==> config.mk <==
export PLATFORM = sky130hd
export DESIGN_NAME = matrix_uart_top
export DESIGN_NICKNAME = d
export VERILOG_FILES = /design/src/uart_pkg.sv /design/src/cmd_pkg.sv /design/src/uart_rx.sv /design/src/uart_tx.sv /design/src/cmd_fsm.sv /design/src/operand_fifo.sv /design/src/dot_engine.sv /design/src/matrix_uart_top.sv
export SDC_FILE = /design/constraint.sdc
export NUM_CORES = 1
export LEC_CHECK = 0
export ABC_AREA = 1
export BUFFER_PORTS_ARGS = -buffer_cell sky130_fd_sc_hd__buf_4
export CORE_ASPECT_RATIO = 1.5
export CORE_UTILIZATION = 58
export DETAILED_ROUTE_END_ITERATION = 12
export GPL_TIMING_DRIVEN = 0
export PLACE_DENSITY = 0.77
export SLEW_MARGIN = 40
export SYNTH_ARGS = -nofsm -noshare
export SYNTH_HDL_FRONTEND = slang
export SYNTH_SLANG_ARGS = --single-unit
==> constraint.sdc <==
create_clock -name clk -period 4.48 [get_ports clk]
set_input_delay 0.224 -clock clk [delete_from_list [all_inputs] [get_ports clk]]
set_output_delay 0.224 -clock clk [all_outputs]
set_load 0.03 [all_outputs]
==> src/uart_pkg.sv <==
// Serial-link types shared by the 8N1 receiver and transmitter; bytes are always 8 bits wide.
package uart_pkg;

	typedef logic [7:0] data_t; // one byte on the serial line.

	// bit phase of a serial frame, used by both directions of the link.
	typedef enum logic [1:0] {
		ST_IDLE  = 2'd0, // line idle high, waiting for work.
		ST_START = 2'd1, // start bit, always low.
		ST_DATA  = 2'd2, // eight data bits, least significant first.
		ST_STOP  = 2'd3 // stop bit, always high.
	} uart_state_e;

endpackage

==> src/cmd_pkg.sv <==
// Frame and command codes of the coprocessor protocol; the result width must be a multiple of 8.
package cmd_pkg;

	localparam uart_pkg::data_t START_CMD = 8'hFE; // opens a frame.
	localparam uart_pkg::data_t END_CMD = 8'hEF; // closes a frame, also inside the payload.

	localparam uart_pkg::data_t CMD1 = 8'h01; // set the vector length from the last payload byte.
	localparam uart_pkg::data_t CMD2 = 8'h02; // start the dot product at the end byte.
	localparam uart_pkg::data_t CMD3 = 8'h03; // clear both operand queues at the end byte.
	localparam uart_pkg::data_t CMD4 = 8'h04; // push each payload byte into queue A.
	localparam uart_pkg::data_t CMD5 = 8'h05; // push each payload byte into queue B.

	// the parser either waits for a byte or spends one cycle handling it.
	typedef enum logic {
		WAIT4BYTE   = 1'b0,
		CHECKSTATUS = 1'b1
	} CMD_STATE_e;

	// position inside the frame grammar.
	typedef enum logic [2:0] {
		IDLECMD = 3'd0, // outside any frame.
		LENGTH  = 3'd1, // start byte seen, length byte expected.
		COMMAND = 3'd2, // command byte expected.
		RCMD1   = 3'd3,
		RCMD2   = 3'd4,
		RCMD3   = 3'd5,
		RCMD4   = 3'd6,
		RCMD5   = 3'd7
	} CMD_STATUS_e;

	localparam int RESULT_W = 24; // accumulator width, sent as three bytes.

endpackage

==> src/uart_rx.sv <==
// 8N1 receiver for an idle-high line; the stop bit is not checked and an unread byte is overwritten.
module uart_rx #(
	parameter int CLKS_PER_BIT = 8
) (
	input  logic            clk,
	input  logic            rst,
	input  logic            rx,
	input  logic            clear_interrupt,
	output uart_pkg::data_t uart_data,
	output logic            rx_interrupt
);

	localparam int CNT_W = $clog2(CLKS_PER_BIT);
	localparam int HALF = CLKS_PER_BIT / 2;

	uart_pkg::uart_state_e state;
	uart_pkg::data_t shift;
	logic [CNT_W-1:0] cnt;
	logic [2:0] bit_idx;
	logic rx_meta;
	logic rx_sync;
	logic bit_end;
	logic byte_done;

	assign bit_end = (cnt == CNT_W'(CLKS_PER_BIT - 1)); // next sample point is one bit later.
	assign byte_done = (state == uart_pkg::ST_STOP) && bit_end; // middle of the stop bit.

	always_ff @(posedge clk, negedge rst) begin
		if (!rst) begin
			rx_meta <= 1'b1;
			rx_sync <= 1'b1;
		end else begin
			rx_meta <= rx; // two flops against metastability.
			rx_sync <= rx_meta;
		end
	end

	always_ff @(posedge clk, negedge rst) begin
		if (!rst) begin
			state <= uart_pkg::ST_IDLE;
			cnt <= '0;
			bit_idx <= '0;
		end else begin
			case (state)
				uart_pkg::ST_IDLE: begin
					cnt <= '0;
					bit_idx <= '0;
					if (!rx_sync)
						state <= uart_pkg::ST_START; // falling edge marks a start bit.
				end
				uart_pkg::ST_START: begin
					if (cnt == CNT_W'(HALF - 1)) begin
						cnt <= '0;
						// a glitch that is high again at mid-bit is not a start bit.
						state <= rx_sync ? uart_pkg::ST_IDLE : uart_pkg::ST_DATA;
					end else
						cnt <= cnt + 1'b1;
				end
				uart_pkg::ST_DATA: begin
					if (bit_end) begin
						cnt <= '0;
						bit_idx <= bit_idx + 1'b1;
						if (bit_idx == 3'd7)
							state <= uart_pkg::ST_STOP;
					end else
						cnt <= cnt + 1'b1;
				end
				default: begin
					if (bit_end)
						state <= uart_pkg::ST_IDLE;
					else
						cnt <= cnt + 1'b1;
				end
			endcase
		end
	end

	always_ff @(posedge clk) begin
		if (state == uart_pkg::ST_DATA && bit_end)
			shift <= {rx_sync, shift[7:1]}; // lsb arrives first.
		if (byte_done)
			uart_data <= shift;
	end

	always_ff @(posedge clk, negedge rst) begin
		if (!rst)
			rx_interrupt <= 1'b0;
		else if (byte_done)
			rx_interrupt <= 1'b1; // a new byte wins over a clear in the same cycle.
		else if (clear_interrupt)
			rx_interrupt <= 1'b0;
	end

endmodule

==> src/uart_tx.sv <==
// 8N1 transmitter; a load is taken only while tx_busy is low, otherwise it is ignored.
module uart_tx #(
	parameter int CLKS_PER_BIT = 8
) (
	input  logic            clk,
	input  logic            rst,
	input  logic            tx_load,
	input  uart_pkg::data_t tx_data,
	output logic            tx,
	output logic            tx_busy
);

	localparam int CNT_W = $clog2(CLKS_PER_BIT);

	uart_pkg::uart_state_e state;
	uart_pkg::data_t shift;
	logic [CNT_W-1:0] cnt;
	logic [2:0] bit_idx;
	logic bit_end;

	assign bit_end = (cnt == CNT_W'(CLKS_PER_BIT - 1));
	assign tx_busy = (state != uart_pkg::ST_IDLE); // rises the cycle after the load.

	always_ff @(posedge clk, negedge rst) begin
		if (!rst) begin
			state <= uart_pkg::ST_IDLE;
			cnt <= '0;
			bit_idx <= '0;
			tx <= 1'b1;
		end else begin
			if (state != uart_pkg::ST_IDLE)
				cnt <= bit_end ? '0 : cnt + 1'b1;
			case (state)
				uart_pkg::ST_IDLE: begin
					cnt <= '0;
					bit_idx <= '0;
					if (tx_load) begin
						tx <= 1'b0; // start bit.
						state <= uart_pkg::ST_START;
					end
				end
				uart_pkg::ST_START: begin
					if (bit_end) begin
						tx <= shift[0];
						state <= uart_pkg::ST_DATA;
					end
				end
				uart_pkg::ST_DATA: begin
					if (bit_end) begin
						bit_idx <= bit_idx + 1'b1;
						if (bit_idx == 3'd7) begin
							tx <= 1'b1; // stop bit.
							state <= uart_pkg::ST_STOP;
						end else
							tx <= shift[1]; // shift[0] has just been sent.
					end
				end
				default: begin
					if (bit_end)
						state <= uart_pkg::ST_IDLE;
				end
			endcase
		end
	end

	always_ff @(posedge clk) begin
		if (state == uart_pkg::ST_IDLE && tx_load)
			shift <= tx_data;
		else if (state == uart_pkg::ST_DATA && bit_end)
			shift <= shift >> 1;
	end

endmodule

==> src/cmd_fsm.sv <==
// Frame parser: start, ignored length, command, payload, end; unknown commands drop back to idle.
module cmd_fsm (
	input  logic            clk,
	input  logic            rst,
	input  uart_pkg::data_t uart_data,
	input  logic            rx_interrupt,
	output logic            clear_interrupt,
	output logic            push_a,
	output logic            push_b,
	output logic            enable_n,
	output logic            clear,
	output logic            start
);

	cmd_pkg::CMD_STATE_e state;
	cmd_pkg::CMD_STATUS_e status;
	logic is_end;

	assign is_end = (uart_data == cmd_pkg::END_CMD);

	always_ff @(posedge clk, negedge rst) begin
		if (!rst) begin
			state <= cmd_pkg::WAIT4BYTE;
			status <= cmd_pkg::IDLECMD;
		end else begin
			case (state)
				cmd_pkg::WAIT4BYTE: begin
					if (rx_interrupt)
						state <= cmd_pkg::CHECKSTATUS;
				end
				cmd_pkg::CHECKSTATUS: begin
					state <= cmd_pkg::WAIT4BYTE; // every byte takes exactly one check cycle.
					case (status)
						cmd_pkg::IDLECMD: begin
							if (uart_data == cmd_pkg::START_CMD)
								status <= cmd_pkg::LENGTH; // anything else outside a frame is dropped.
						end
						cmd_pkg::LENGTH: begin
							status <= cmd_pkg::COMMAND; // length byte is not used.
						end
						cmd_pkg::COMMAND: begin
							case (uart_data)
								cmd_pkg::CMD1: status <= cmd_pkg::RCMD1;
								cmd_pkg::CMD2: status <= cmd_pkg::RCMD2;
								cmd_pkg::CMD3: status <= cmd_pkg::RCMD3;
								cmd_pkg::CMD4: status <= cmd_pkg::RCMD4;
								cmd_pkg::CMD5: status <= cmd_pkg::RCMD5;
								default: status <= cmd_pkg::IDLECMD;
							endcase
						end
						cmd_pkg::RCMD1,
						cmd_pkg::RCMD2,
						cmd_pkg::RCMD3,
						cmd_pkg::RCMD4,
						cmd_pkg::RCMD5: begin
							if (is_end)
								status <= cmd_pkg::IDLECMD; // payload runs until the end code.
						end
						default: begin
							status <= cmd_pkg::IDLECMD;
						end
					endcase
				end
				default: begin
					state <= cmd_pkg::WAIT4BYTE;
				end
			endcase
		end
	end

	// Strobes are single pulses in the check cycle, so a frame-end action fires once.
	always_comb begin
		clear_interrupt = 1'b0;
		push_a = 1'b0;
		push_b = 1'b0;
		enable_n = 1'b0;
		clear = 1'b0;
		start = 1'b0;
		if (state == cmd_pkg::CHECKSTATUS) begin
			clear_interrupt = 1'b1; // release the receiver flag.
			case (status)
				cmd_pkg::RCMD1: enable_n = !is_end; // last payload byte wins.
				cmd_pkg::RCMD2: start = is_end;
				cmd_pkg::RCMD3: clear = is_end;
				cmd_pkg::RCMD4: push_a = !is_end;
				cmd_pkg::RCMD5: push_b = !is_end;
				default: begin
				end
			endcase
		end
	end

endmodule

==> src/operand_fifo.sv <==
// Byte queue; a push while full is dropped, a pop while empty does nothing, and clear wins over push.
module operand_fifo #(
	parameter int DEPTH = 8
) (
	input  logic            clk,
	input  logic            rst,
	input  logic            push,
	input  logic            pop,
	input  logic            clear,
	input  uart_pkg::data_t din,
	output uart_pkg::data_t dout,
	output logic            empty,
	output logic            full
);

	localparam int PTR_W = (DEPTH > 1) ? $clog2(DEPTH) : 1;
	localparam int CNT_W = $clog2(DEPTH + 1);

	uart_pkg::data_t mem [DEPTH];
	logic [PTR_W-1:0] wptr;
	logic [PTR_W-1:0] rptr;
	logic [CNT_W-1:0] count;
	logic push_ok;
	logic pop_ok;

	assign empty = (count == '0);
	assign full = (count == CNT_W'(DEPTH));
	assign push_ok = push && !full && !clear;
	assign pop_ok = pop && !empty && !clear;
	assign dout = mem[rptr]; // head is valid while not empty.

	always_ff @(posedge clk, negedge rst) begin
		if (!rst) begin
			wptr <= '0;
			rptr <= '0;
			count <= '0;
		end else if (clear) begin
			wptr <= '0;
			rptr <= '0;
			count <= '0;
		end else begin
			if (push_ok)
				wptr <= (wptr == PTR_W'(DEPTH - 1)) ? '0 : wptr + 1'b1; // depth need not be a power of two.
			if (pop_ok)
				rptr <= (rptr == PTR_W'(DEPTH - 1)) ? '0 : rptr + 1'b1;
			if (push_ok && !pop_ok)
				count <= count + 1'b1;
			else if (pop_ok && !push_ok)
				count <= count - 1'b1;
		end
	end

	always_ff @(posedge clk) begin
		if (push_ok)
			mem[wptr] <= din;
	end

endmodule

==> src/dot_engine.sv <==
// Unsigned dot product of N byte pairs, N capped at DEPTH; starts while busy are ignored.
module dot_engine #(
	parameter int DEPTH = 8
) (
	input  logic            clk,
	input  logic            rst,
	input  logic            enable_n,
	input  uart_pkg::data_t n_data,
	input  logic            start,
	input  uart_pkg::data_t a_data,
	input  uart_pkg::data_t b_data,
	input  logic            a_empty,
	input  logic            b_empty,
	output logic            pop_a,
	output logic            pop_b,
	input  logic            tx_busy,
	output logic            tx_load,
	output uart_pkg::data_t tx_data,
	output logic            busy
);

	localparam int N_W = $clog2(DEPTH + 1);
	localparam int RESULT_BYTES = cmd_pkg::RESULT_W / 8;
	localparam logic [1:0] E_IDLE = 2'd0;
	localparam logic [1:0] E_RUN = 2'd1;
	localparam logic [1:0] E_SEND = 2'd2;

	logic [1:0] state;
	logic [N_W-1:0] n_reg;
	logic [N_W-1:0] remaining;
	logic [1:0] byte_idx;
	logic [cmd_pkg::RESULT_W-1:0] acc;
	logic [15:0] prod;
	logic [3:0] n_low;
	uart_pkg::data_t a_val;
	uart_pkg::data_t b_val;

	assign n_low = n_data[3:0];
	assign a_val = a_empty ? '0 : a_data; // an empty queue reads as zero.
	assign b_val = b_empty ? '0 : b_data;
	assign prod = a_val * b_val;
	assign pop_a = (state == E_RUN);
	assign pop_b = (state == E_RUN);
	assign tx_load = (state == E_SEND) && !tx_busy;
	assign tx_data = acc[(RESULT_BYTES - 1 - int'(byte_idx)) * 8 +: 8]; // msb first.
	assign busy = (state != E_IDLE);

	always_ff @(posedge clk, negedge rst) begin
		if (!rst)
			n_reg <= N_W'(DEPTH);
		else if (enable_n)
			n_reg <= (int'(n_low) > DEPTH) ? N_W'(DEPTH) : N_W'(n_low);
	end

	always_ff @(posedge clk, negedge rst) begin
		if (!rst) begin
			state <= E_IDLE;
			remaining <= '0;
			byte_idx <= '0;
		end else begin
			case (state)
				E_IDLE: begin
					if (start) begin
						remaining <= n_reg; // later length changes do not affect this run.
						byte_idx <= '0;
						state <= (n_reg == '0) ? E_SEND : E_RUN;
					end
				end
				E_RUN: begin
					remaining <= remaining - 1'b1;
					if (remaining == N_W'(1))
						state <= E_SEND;
				end
				E_SEND: begin
					if (tx_load) begin
						if (byte_idx == 2'(RESULT_BYTES - 1))
							state <= E_IDLE;
						else
							byte_idx <= byte_idx + 1'b1;
					end
				end
				default: state <= E_IDLE;
			endcase
		end
	end

	always_ff @(posedge clk) begin
		if (state == E_IDLE && start)
			acc <= '0;
		else if (state == E_RUN)
			acc <= acc + cmd_pkg::RESULT_W'(prod);
	end

endmodule

==> src/matrix_uart_top.sv <==
// Serial dot-product coprocessor; host and core must agree on CLKS_PER_BIT, N is capped at DEPTH.
module matrix_uart_top #(
	parameter int CLKS_PER_BIT = 8,
	parameter int DEPTH = 8
) (
	input  logic clk,
	input  logic rst,
	input  logic rx,
	output logic tx,
	output logic busy
);

	uart_pkg::data_t uart_data;
	uart_pkg::data_t a_data;
	uart_pkg::data_t b_data;
	uart_pkg::data_t tx_data;
	logic rx_interrupt;
	logic clear_interrupt;
	logic push_a;
	logic push_b;
	logic enable_n;
	logic clear;
	logic start;
	logic pop_a;
	logic pop_b;
	logic a_empty;
	logic b_empty;
	logic tx_load;
	logic tx_busy;

	uart_rx #(.CLKS_PER_BIT(CLKS_PER_BIT)) u_uart_rx (.clk, .rst, .rx, .clear_interrupt,
		.uart_data, .rx_interrupt);

	cmd_fsm u_cmd_fsm (.clk, .rst, .uart_data, .rx_interrupt, .clear_interrupt,
		.push_a, .push_b, .enable_n, .clear, .start);

	// full stays inside each queue, which drops the extra byte on its own.
	operand_fifo #(.DEPTH(DEPTH)) fifo_a (.clk, .rst, .push(push_a), .pop(pop_a), .clear,
		.din(uart_data), .dout(a_data), .empty(a_empty), .full());

	operand_fifo #(.DEPTH(DEPTH)) fifo_b (.clk, .rst, .push(push_b), .pop(pop_b), .clear,
		.din(uart_data), .dout(b_data), .empty(b_empty), .full());

	dot_engine #(.DEPTH(DEPTH)) u_dot_engine (.clk, .rst, .enable_n, .n_data(uart_data),
		.start, .a_data, .b_data, .a_empty, .b_empty, .pop_a, .pop_b, .tx_busy,
		.tx_load, .tx_data, .busy);

	uart_tx #(.CLKS_PER_BIT(CLKS_PER_BIT)) u_uart_tx (.clk, .rst, .tx_load, .tx_data,
		.tx, .tx_busy);

endmodule

==> results.md, run 1 <==
* Initial antenna violation count at 0
* Grt met1 use at 29.6%
* First-pass DRT Iterations at 5
* Grt peak-use layer: met2
* Final hold vios at 0
* Die Span Y at around 190 um
* Register Area at about 0.0065 sq mm
* Die area at 0.0235 sq mm
* Die W at between 100 and 150 um
* Minimum clock period at 5130 ps
* Delay of the slowest cell on the worst path at around 500 ps
* Hold Slack at ~320 ps
* Worst Path Buf+Inv at 12
* H-tree levels at 1
* First-pass GRT wire length at between 50000 and 60000 um
* Worst path arrival time at 5530 ps
* ANT nets after route at 0
* Pin count of the biggest net entering global routing at between 50 and 60
* Total global routing overflow at 0
* Least-Margin Pin Slew at roughly 840 ps
* Vias at between 10k and 15k
* Routing usage on met2 at 52.9%
* Most used cell, CP: inv_1
* Area Overhead vs Synth at 23.2%
* Clk_skew at roughly 18 ps
* Crit-path leading delay family: adder cells
* Crit start category: flop
* Largest registers: fifo_a.mem (64), fifo_b.mem (64), u_dot_engine.acc (24)
* Layout cells sized above 1 at 25.0%
* Type of the most critical hold path: primary input to asynchronous set/reset pin
* DP HPWL at between 20000 and 25000 um
* Total power at about 4.9 mW
* Netlist area before placement at about 0.013 sq mm
* Synth Instances at between 1k and 1.5k
* Met3 usage at roughly 2.6%
* Core Region at approximately 0.022 sq mm
* Ys flop type: edfxtp_1
* Drt wl/cell at roughly 19 um
* Critical setup path kind: flop to flop
* Multi-input gate area at 0.00670 sq mm
* Peak VDD IR at 336 uV
* Total routed wirelength at roughly 36000 um
* Worst slack at placement at -801 ps
* Clock Sinks at about 230
* CTS clk-pin slew, worst paths at 60 ps
* Mapped Nets at roughly 1.6k
* Maxcap violations at 0
* GRT Total Usage at around 28%
* NumNets Final at 1688
* Ys async rst share at around 24%
* Slew margin rel. at 43.7%
* CTS root buf: clkbuf_16
* TNS Setup at -10680 ps
* I/O Buffers at 4
* DRC violations left at 0
* Worst Setup Slack, final at -654 ps
* CTS buffer count at 23
* YS warnings at 0
* Via density per instance at around 5.8
* DRT iter0 DRCs at 766
* Final Cycle Share at 115%
* Yosys cell types at 49
* Syn_area_per_cell at roughly 9 sq um
* RSZ-0062 raised after global routing: yes
* Worst path slowest cell: fa_1
* Clk_lat worst skew at 510 ps
* CP endpoint kind: flop
* CTS tree: built
* Sequential area share after synthesis at roughly half
* WP data required at 4880 ps
* Pwr/cell area at 299 mW/mm^2
* Placer Congestion at 0.882
* Rows at 67
* Number of synthesized flops with an enable pin at between 150 and 200
* Max Fclk at 195 MHz
* Leak at between 7 and 8 nW
* I/O Pins at 5
* Starting Density at 59.3%
* Crit-path max FO at 8
* Synth Register Bits at roughly 230
* Filler cell count at 1439
* Vias in the first global route at 10.5k
* Finish-stage setup viols at 20
* Failing checks: setup timing
* Max Slew Vio Count at 0
* Clock Path Buffers at 3
* Antenna diodes at 0
* Status: finished, violations left
==> final cells by class <==
type                    instances  area share, %
multi-input cells             927           41.0
flip-flops and latches        232           39.5
inverters                     253           5.94
repair buffers                 92           5.15
clock buffers                  26           3.59
well taps                     276           2.11
plain buffers                  32           1.76
clock inverters                16           1.02
==> metal layers <==
| metal | routed length, um | share of wire, % |
|---|---|---|
| met5 | 0 | 0 |
| met4 | 2750 | 7.8 |
| met3 | 2040 | 5.7 |
| met2 | 18600 | 52 |
| met1 | 12100 | 34 |
==> path summary, 6_finish.rpt <==
path | startpoint | endpoint | slack, ps | cells past startpoint
min in group clk | u_uart_rx.rx_meta$_DFF_PN1_ | u_uart_rx.rx_sync$_DFF_PN1_ | 350 | 0
hold reg to reg | u_uart_rx.rx_meta$_DFF_PN1_ | u_uart_rx.rx_sync$_DFF_PN1_ | 350 | 0
max in group asynchronous | rst | fifo_b.rptr[1]$_DFFE_PN0P_ | 3640 | 2
hold / removal | rst | u_uart_rx.bit_idx[0]$_DFFE_PN0P_ | 320 | 2
setup / recovery | fifo_a.rptr[0]$_DFFE_PN0P_ | u_dot_engine.acc[7]$_SDFFE_PP0P_ | -650 | 28
setup reg to reg | fifo_a.rptr[0]$_DFFE_PN0P_ | u_dot_engine.acc[7]$_SDFFE_PP0P_ | -650 | 28
==> placed cells by master, fill, tap and decap left out, types with 21 or more instances in the layout <==
cell type  synthesis  routed
nor2_1           222     193
nand2_1          253     203
o21ai_1           37      43
inv_2             19      34
a21oi_1           36      25
edfxtp_1         152     152
ha_1              72      59
dfrtp_1           52      48
clkbuf_16          0      27
dfxtp_1           24      24
nand3_2            1      21
o211ai_1          22      22
o21ai_0           81      66
fa_1              52      43
nand3_1           60      37
inv_1            231     213
nor2_2             1      21
nand2_2            5      39
buf_4              1      75
==> kinds of logic after synthesis <==
family          share of synthesized area [%]
xor+xnor                                0.528
compound gates                           9.64
fa+ha+maj                                14.6
flops                                    48.6
mux                                    0.0848
buf+inv                                  8.38
simple gates                             18.2
==> through the flow <==
| step | util, % | instances | cell area, sq um |
|---|---|---|---|
| 5_1_grt | 73.1 | 1854 | 16400 |
| 6_report | 73.1 | 1854 | 16400 |
| 2_1_floorplan | - | 1444 | 13400 |
| 4_1_cts | 69.7 | 1820 | 15600 |
| 3_5_place_dp | 61.7 | 1726 | 13800 |
| 3_3_place_gp | 61.4 | 1724 | 13700 |
==> what timing repair did <==
item                                    CTS  global route
pin swaps                                88            77
hold buffers                              2             0
hold endpoints to repair                 53             0
gates cloned                              2             5
endpoints found under the setup margin   20            20
setup buffers                            48            29
gates resized for setup                 164           114
==> worst reg2reg max path, delay by kind of cell, from the launching register on <==
kind	cells	cell delay, ps
and+or+nand+nor	5	660
AOI/OAI and AO/OA	4	640
DFF	1	430
buffers and inverters	12	1290
adders and majority gates	6	1890
xor gates and xnor gates	1	120
==> report_power, final <==
part | internal [mW] | switching [mW] | leakage, nW | total (mW)
clock | 1.12 | 0.805 | 0.371 | 1.93
sequential | 2.37 | 0.0622 | 2.31 | 2.43
combinational | 0.179 | 0.354 | 4.57 | 0.533
total | 3.67 | 1.22 | 7.24 | 4.89
==> cells in the mapped netlist, types with 3 or more instances <==
master | n | area share [%]
nor2_1 | 222 | 6.3
nand2_2 | 5 | 0.24
o22ai_1 | 10 | 0.47
nor4_1 | 3 | 0.14
nor3_1 | 17 | 0.64
clkbuf_1 | 6 | 0.17
edfxtp_1 | 152 | 34
xor2_1 | 4 | 0.26
nand2_1 | 253 | 7.2
a21oi_1 | 36 | 1.4
o21ai_1 | 37 | 1.4
inv_1 | 231 | 6.5
a22o_1 | 3 | 0.20
or2_2 | 3 | 0.14
xnor2_1 | 4 | 0.26
dfxtp_1 | 24 | 3.6
inv_2 | 19 | 0.54
dfstp_2 | 4 | 0.79
o211ai_2 | 16 | 1.5
nand3_1 | 60 | 2.3
o211ai_1 | 22 | 1.2
o21ai_0 | 81 | 3.1
dfrtp_1 | 52 | 9.8
ha_1 | 72 | 6.8
nand4_1 | 7 | 0.33
fa_1 | 52 | 7.8
buf_2 | 21 | 0.79
Power figures use the tool's default switching activity.
==> inputs of run 2 (changes only) <==
- CORE_UTILIZATION: 58 -> 64
- PLACE_DENSITY: 0.77 -> 0.8
- clock period: 4.48 -> 5.5 ns (I/O delays scaled with it)
==> run 2 against run 1 <==
The run now ends clean. Critical path type unchanged. Sequential power shrank 19%. Critical path depth shrank 4. Total power shrank 19%. Non-clock buffer count shrank 71. Sequential cell count is the same. Worst setup slack gained 910 ps. Global-route usage grew 1.9 points. Sequential share of layout area grew 4.5 points. Cell area shrank 10%. Clock-buffer cell count grew 3.
==> results.md, run 2 (same netlist as run 1, synthesis figures left out) <==
* GRT Total Usage at 29.5% (was 27.7%)
* CTS clk-pin slew, worst paths at 70 ps (was 60 ps)
* Worst path arrival time at 5670 ps (was 5530 ps)
* Slew margin rel. at 43.0% (was 43.7%)
* H-tree levels at 1 (unchanged)
* Final hold vios at 0 (unchanged)
* CP endpoint kind: flop (unchanged)
* Clk_skew at 23.7 ps (was 17.5 ps)
* CTS root buf: clkbuf_16 (unchanged)
* Finish-stage setup viols at 0 (was 20)
* R2R Setup Slk at 260 ps (was -650 ps)
* Drt wl/cell at 17.1 um (was 19.2 um)
* Pin count of the biggest net entering global routing at 57 (unchanged)
* Critical Path Start: fifo_a.rptr[0]$_DFFE_PN0P_ (unchanged)
* I/O Pins at 5 (unchanged)
* Most frequent cells in the layout: nand2_1, inv_1, nor2_1 (was inv_1, nand2_1, nor2_1)
* Fin cells at 1771 (was 1854)
* First-pass DRT Iterations at 6 (was 5)
* Layout cells sized above 1 at 10.4% (was 25.0%)
* Rows at 64 (was 67)
* WP data required at 5920 ps (was 4880 ps)
* Largest registers: fifo_a.mem (64), fifo_b.mem (64), u_dot_engine.acc (24) (unchanged)
* Clk_lat worst skew at 530 ps (was 510 ps)
* Antenna diodes at 0 (unchanged)
* Pwr/cell area at 271 mW/mm^2 (was 299 mW/mm^2)
* DP Area at 0.0137 sq mm (was 0.0138 sq mm)
* Maxcap violations at 0 (unchanged)
* Clock Path Buffers at 3 (unchanged)
* Starting Density at 65.3% (was 59.3%)
* DRT iter0 DRCs at 607 (was 766)
* Status: finished, final reports clean (was finished, violations left)
* Filler cell count at 1464 (was 1439)
* Leak at 6.61 nW (was 7.24 nW)
* DP HPWL at 22200 um (was 21700 um)
* CTS buffer count at 23 (unchanged)
* Clock Sinks at 232 (unchanged)
* Reg2reg start: fifo_a.rptr[0]$_DFFE_PN0P_ (unchanged)
* ANT nets after route at 0 (unchanged)
* Hold_sp: u_uart_rx.rx_meta$_DFF_PN1_
* Via density per instance at 5.60 (was 5.77)
* I/O Buffers at 4 (unchanged)
* Initial antenna violation count at 0 (unchanged)
* DRC violations left at 0 (unchanged)
* Minimum clock period at 5240 ps (was 5130 ps)
* Vias at 9916 (was 10.7k)
* Placer Congestion at 0.905 (was 0.882)
* Total routed wirelength at 30200 um (was 35500 um)
* First-pass GRT wire length at 48500 um (was 51000 um)
* Final Cycle Share at 95.3% (was 115%)
* Area Overhead vs Synth at 10.4% (was 23.2%)
* Multi-input gate area at 0.00585 sq mm (was 0.00670 sq mm)
* Crit-path max FO at 10 (was 8)
* Fin area at 0.0147 sq mm (was 0.0164 sq mm)
* Die W at 120 um (was 126 um)
* Max Slew Vio Count at 0 (unchanged)
* NumNets Final at 1617 (was 1688)
* Max Fclk at 191 MHz (was 195 MHz)
* Register Area at 0.00646 sq mm (unchanged)
* Die area at 0.0213 sq mm (was 0.0235 sq mm)
* RSZ-0062 raised after global routing: no (was yes)
* CTS tree: built (unchanged)
* Cells after DPL at 1714 (was 1726)
* Critical setup path kind: flop to flop (unchanged)
* Least-Margin Pin Slew at 850 ps (was 845 ps)
* Peak VDD IR at 275 uV (was 336 uV)
* Type of the most critical hold path: flop to flop (was primary input to asynchronous set/reset pin)
* Vias in the first global route at 9845 (was 10.5k)
* Die Span Y at 178 um (was 187 um)
* TNS Setup at 0 ps (was -10680 ps)
* Core Region at 0.0203 sq mm (was 0.0224 sq mm)
* Crit start category: flop (unchanged)
* Total global routing overflow at 0 (unchanged)
* Commonest non-fill, non-tap cell in the layout: nand2_1 (was inv_1)
## run 2: stage by stage
| step | hold WS [ps] | total power [mW] | worst slack [ps] | util, % |
|---|---|---|---|---|
| 2_1_floorplan | -20.6 | 2.33 | 884 | - |
| 3_3_place_gp | 348 | 2.43 | 192 | 67.1 |
| 3_5_place_dp | 351 | 2.45 | 51.7 | 67.4 |
| 4_1_cts | 361 | 3.97 | 31.1 | 71.1 |
| 5_1_grt | 361 | 4.11 | 13.1 | 72.1 |
| 6_report | 359 | 3.97 | 257 | 72.1 |
## run 2: final timing paths
path / end / cells after the start
hold reg to reg: u_uart_rx.rx_sync$_DFF_PN1_ / 0
setup reg to reg: u_dot_engine.acc[14]$_SDFFE_PP0P_ / 24
min in group asynchronous: u_uart_tx.state[1]$_DFFE_PN0P_ / 2
setup / recovery: u_dot_engine.acc[14]$_SDFFE_PP0P_ / 24
hold / removal: u_uart_rx.rx_sync$_DFF_PN1_ / 0
max in group asynchronous: fifo_b.rptr[0]$_DFFE_PN0P_ / 2
## run 2: layout make-up
type / instances / share of cell area, %
inverters: 253 / 6.52
clock buffers: 29 / 4.08
repair buffers: 21 / 1.17
flip-flops and latches: 232 / 44.0
well taps: 264 / 2.25
clock inverters: 13 / 0.896
multi-input cells: 927 / 39.9
plain buffers: 32 / 1.15
## run 2: routing by layer
layer	up-vias	GRT usage [%]	share of wire (%)
li1	4783	-	-
met1	4731	31.7	36
met2	298	56.2	54
met3	104	3.13	4.5
met4	0	16.0	5.2
met5	-	0	0
## run 2: worst max-delay path, cell delays in order (launching register included)
cell,delay [ps]
dfrtp_2,470
inv_2,130
clkbuf_4,210
nor2_1,70
o211ai_1,240
o211ai_2,220
buf_4,200
nor2_1,140
fa_1,440
fa_1,530
fa_1,570
inv_1,60
fa_1,520
inv_1,40
ha_1,350
nand2_1,110
inv_1,60
a21oi_1,170
nand2_1,140
nand2_1,100
nand2_1,50
nand2_1,50
nand3_1,90
nand2_1,110
inv_1,40
## run 2: timing repair
| action | 4_1_cts | 5_1_grt |
|---|---|---|
| hold buffers | 2 | 0 |
| setup buffers | 0 | 11 |
| setup endpoints to repair | 0 | 16 |
| endpoints found under the hold margin | 53 | 0 |
| resized for setup | 0 | 22 |
## run 2: power by group
| group | total (mW) | switching [mW] | internal (mW) |
|---|---|---|---|
| clock network | 1.54 | 0.667 | 0.874 |
| registers | 1.98 | 0.0517 | 1.93 |
| logic | 0.447 | 0.300 | 0.146 |
| total | 3.97 | 1.02 | 2.95 |
==> inputs of run 3 (changes only) <==
- CELL_PAD_IN_SITES_DETAIL_PLACEMENT: unset -> 0
- CELL_PAD_IN_SITES_GLOBAL_PLACEMENT: unset -> 1
- CORE_UTILIZATION: 64 -> 52
- CTS_BUF_LIST: unset -> sky130_fd_sc_hd__clkbuf_4 sky130_fd_sc_hd__clkbuf_8
- PLACE_DENSITY: 0.8 -> unset
- PLACE_DENSITY_LB_ADDON: unset -> 0.1
==> run 3 against run 2 <==
Sequential cell count unchanged. Routed wire length increased by 2.0%. Worst setup slack got worse by 3.5 ps. Non-clock buffer count decreased by 3. Cell area increased by 0.56%. Clock power decreased by 8%. Via count decreased by 3.7%. Global-route usage decreased by 4.7 points. Combinational power decreased by 3%. Critical path type unchanged.
==> results.md, run 3 (same netlist as run 1, synthesis figures left out) <==
* Hold Slack at 150 ps (was 359 ps)
* Reg2reg path depth at 22 (was 24)
* R2R Setup Slk at 250 ps (was 260 ps)
* Area Overhead vs Synth at 11.1% (was 10.4%)
* Total routed wirelength at 30900 um (was 30200 um)
* Fin cells at 1854 (was 1771)
* Met3 usage at 3.07% (was 3.13%)
* Clk_skew at 24.4 ps (was 23.7 ps)
* Core Region at 0.0251 sq mm (was 0.0203 sq mm)
* Layout cells sized above 1 at 11.7% (was 10.4%)
* Register Area at 0.00646 sq mm (unchanged)
* Worst path slowest cell: fa_1 (unchanged)
* I/O Pins at 5 (unchanged)
* RSZ-0062 raised after global routing: yes (was no)
* NumNets Final at 1627 (was 1617)
* Die Span Y at 198 um (was 178 um)
* CTS buffer count at 36 (was 23)
* Most frequent cells in the layout: nand2_1, inv_1, nor2_1 (unchanged)
* Clk_lat worst skew at 550 ps (was 530 ps)
* Antenna diodes at 0 (unchanged)
* Critical path, cell by cell: clkbuf_2, buf_2, o211ai_1, o211ai_2, inv_2, nand2_1, fa_1, inv_1, fa_1, inv_1, fa_1, fa_1, inv_1, ha_1, or2_2, and2_1, nand3_1, nand2_1, nand2_1, nand3_1, nand2_1, inv_1 (was inv_2, clkbuf_4, nor2_1, o211ai_1, o211ai_2, buf_4, nor2_1, fa_1, fa_1, fa_1, inv_1, fa_1, inv_1, ha_1, nand2_1, inv_1, a21oi_1, nand2_1, nand2_1, nand2_1, nand2_1, nand3_1, nand2_1, inv_1)
* Least-Margin Pin Slew at 870 ps (was 850 ps)
* Crit-path max FO at 10 (unchanged)
* Worst setup endpoint: u_dot_engine.acc[15]$_SDFFE_PP0P_ (was u_dot_engine.acc[14]$_SDFFE_PP0P_)
* Multi-input gate area at 0.00589 sq mm (was 0.00585 sq mm)
* Vias at 9554 (was 9916)
* Slew margin rel. at 42.0% (was 43.0%)
* Worst Path Buf+Inv at 7 (unchanged)
* Final core utilization at 58.9% (was 72.1%)
* Pin count of the biggest net entering global routing at 57 (unchanged)
* Critical setup path kind: flop to flop (unchanged)
* Type of the most critical hold path: primary input to asynchronous set/reset pin (was flop to flop)
* CTS root buf: clkbuf_8 (was clkbuf_16)
* Pwr/cell area at 259 mW/mm^2 (was 271 mW/mm^2)
* DRC violations left at 0 (unchanged)
* DRT iter0 DRCs at 422 (was 607)
* DP HPWL at 23500 um (was 22200 um)
* ANT nets after route at 0 (unchanged)
* Die W at 132 um (was 120 um)
* Delay of the slowest cell on the worst path at 540 ps (was 570 ps)
* Largest registers: fifo_a.mem (64), fifo_b.mem (64), u_dot_engine.acc (24) (unchanged)
* Routing usage on met2 at 49.1% (was 56.2%)
* Minimum clock period at 5250 ps (was 5240 ps)
* Crit-path leading delay family: adder cells (unchanged)
* Starting Density at 53.0% (was 65.3%)
* Drt wl/cell at 16.6 um (was 17.1 um)
* GRT Total Usage at 24.8% (was 29.5%)
* Placer Congestion at 0.838 (was 0.905)
* Clock Sinks at 232 (unchanged)
* Commonest non-fill, non-tap cell in the layout: nand2_1 (unchanged)
* Filler cell count at 2296 (was 1464)
* H-tree levels at 2 (was 1)
* FF-to-FF End: u_dot_engine.acc[15]$_SDFFE_PP0P_ (was u_dot_engine.acc[14]$_SDFFE_PP0P_)
* Via density per instance at 5.15 (was 5.60)
* CTS tree: built (unchanged)
* Vias in the first global route at 9626 (was 9845)
* Leak at 6.63 nW (was 6.61 nW)
* CP endpoint kind: flop (unchanged)
* Clock Path Buffers at 3 (unchanged)
* I/O Buffers at 4 (unchanged)
* CP Depth at 22 (was 24)
* Cells after DPL at 1780 (was 1714)
* Reg2reg start: fifo_b.rptr[2]$_DFFE_PN0P_ (was fifo_a.rptr[0]$_DFFE_PN0P_)
* Max Slew Vio Count at 0 (unchanged)
* Fin area at 0.0147 sq mm (about the same)
* Die area at 0.0262 sq mm (was 0.0213 sq mm)
* Max Fclk at 191 MHz (about the same)
* Critical Path Start: fifo_b.rptr[2]$_DFFE_PN0P_ (was fifo_a.rptr[0]$_DFFE_PN0P_)
* First-pass DRT Iterations at 6 (unchanged)
* Worst path arrival time at 5690 ps (was 5670 ps)
* Worst slack at placement at -127 ps (was 51.7 ps)
* Crit start category: flop (unchanged)
* Grt peak-use layer: met2 (unchanged)
* Finish-stage setup viols at 0 (unchanged)
* WP data required at 5950 ps (was 5920 ps)
* DP Area at 0.0138 sq mm (was 0.0137 sq mm)
* Status: finished, final reports clean (unchanged)
* Total global routing overflow at 0 (unchanged)
* Grt met1 use at 25.5% (was 31.7%)
* CTS clk-pin slew, worst paths at 60 ps (was 70 ps)
* Rows at 71 (was 64)
* Peak VDD IR at 252 uV (was 275 uV)
* Maxcap violations at 0 (unchanged)
* Final Cycle Share at 95.4% (was 95.3%)
* Final hold vios at 0 (unchanged)
* Initial antenna violation count at 0 (unchanged)
* First-pass GRT wire length at 49400 um (was 48500 um)
* Worst Setup Slack, final at 254 ps (was 257 ps)
## run 3: cell types whose count changed in the layout (fill, tap and decap cells not counted), sizes merged
cell      before  now
buf           40   35
bufinv         2    0
clkbuf        40   68
clkinv         9   11
clkinvlp       2    0
inv          253  251
## run 3: how the worst min path moves through the flow
stage | start | endpoint | slack, ps | depth (start not counted)
CTS | rst | u_cmd_fsm.state$_DFF_PN0_ | 350 | 2
global placement | u_uart_rx.rx_meta$_DFF_PN1_ | u_uart_rx.rx_sync$_DFF_PN1_ | 350 | 0
finish | rst | u_cmd_fsm.state$_DFF_PN0_ | 150 | 2
floorplan | rst | fifo_a.count[0]$_DFFE_PN0P_ | -20 | 0
global route | rst | u_cmd_fsm.state$_DFF_PN0_ | 160 | 2
detailed placement | u_uart_rx.rx_meta$_DFF_PN1_ | u_uart_rx.rx_sync$_DFF_PN1_ | 350 | 0
## run 3: routing by layer
layer  part of all wire, %  wire length [um]  vias to the layer above
met2                    56             17200                      149
met1                    38             11600                     4515
li1                      -                 -                     4816
met4                   4.2              1300                        0
met5                     0                 0                        -
met3                   2.6               814                       74
## run 3: report_power, final
part / switching [mW] / internal [mW]
Clock: 0.647 / 0.761
Combinational: 0.287 / 0.147
Sequential: 0.0497 / 1.93
## run 3: per-stage QoR
step	total power, mW	setup TNS [ps]
after CTS	3.86	0
after detailed placement	2.45	-924
after floorplan	2.33	0
final	3.82	0
after global routing	4.02	-6.89
after global placement	2.44	-1220
## run 3: repair_timing
item,4_1_cts,5_1_grt
hold buffers,2,0
cloned,0,0
endpoints found under the hold margin,53,0
endpoints found under the setup margin,11,16
pin swaps,0,4
gates resized for setup,1,31
setup buffers,0,7
## run 3: layout make-up
type	instances	share of cell area, %
flip-flops and latches	232	43.8
multi-input cells	927	40.0
plain buffers	32	1.21
well taps	328	2.78
inverters	253	6.47
clock inverters	9	0.272
clock buffers	55	4.45
repair buffers	18	1.07
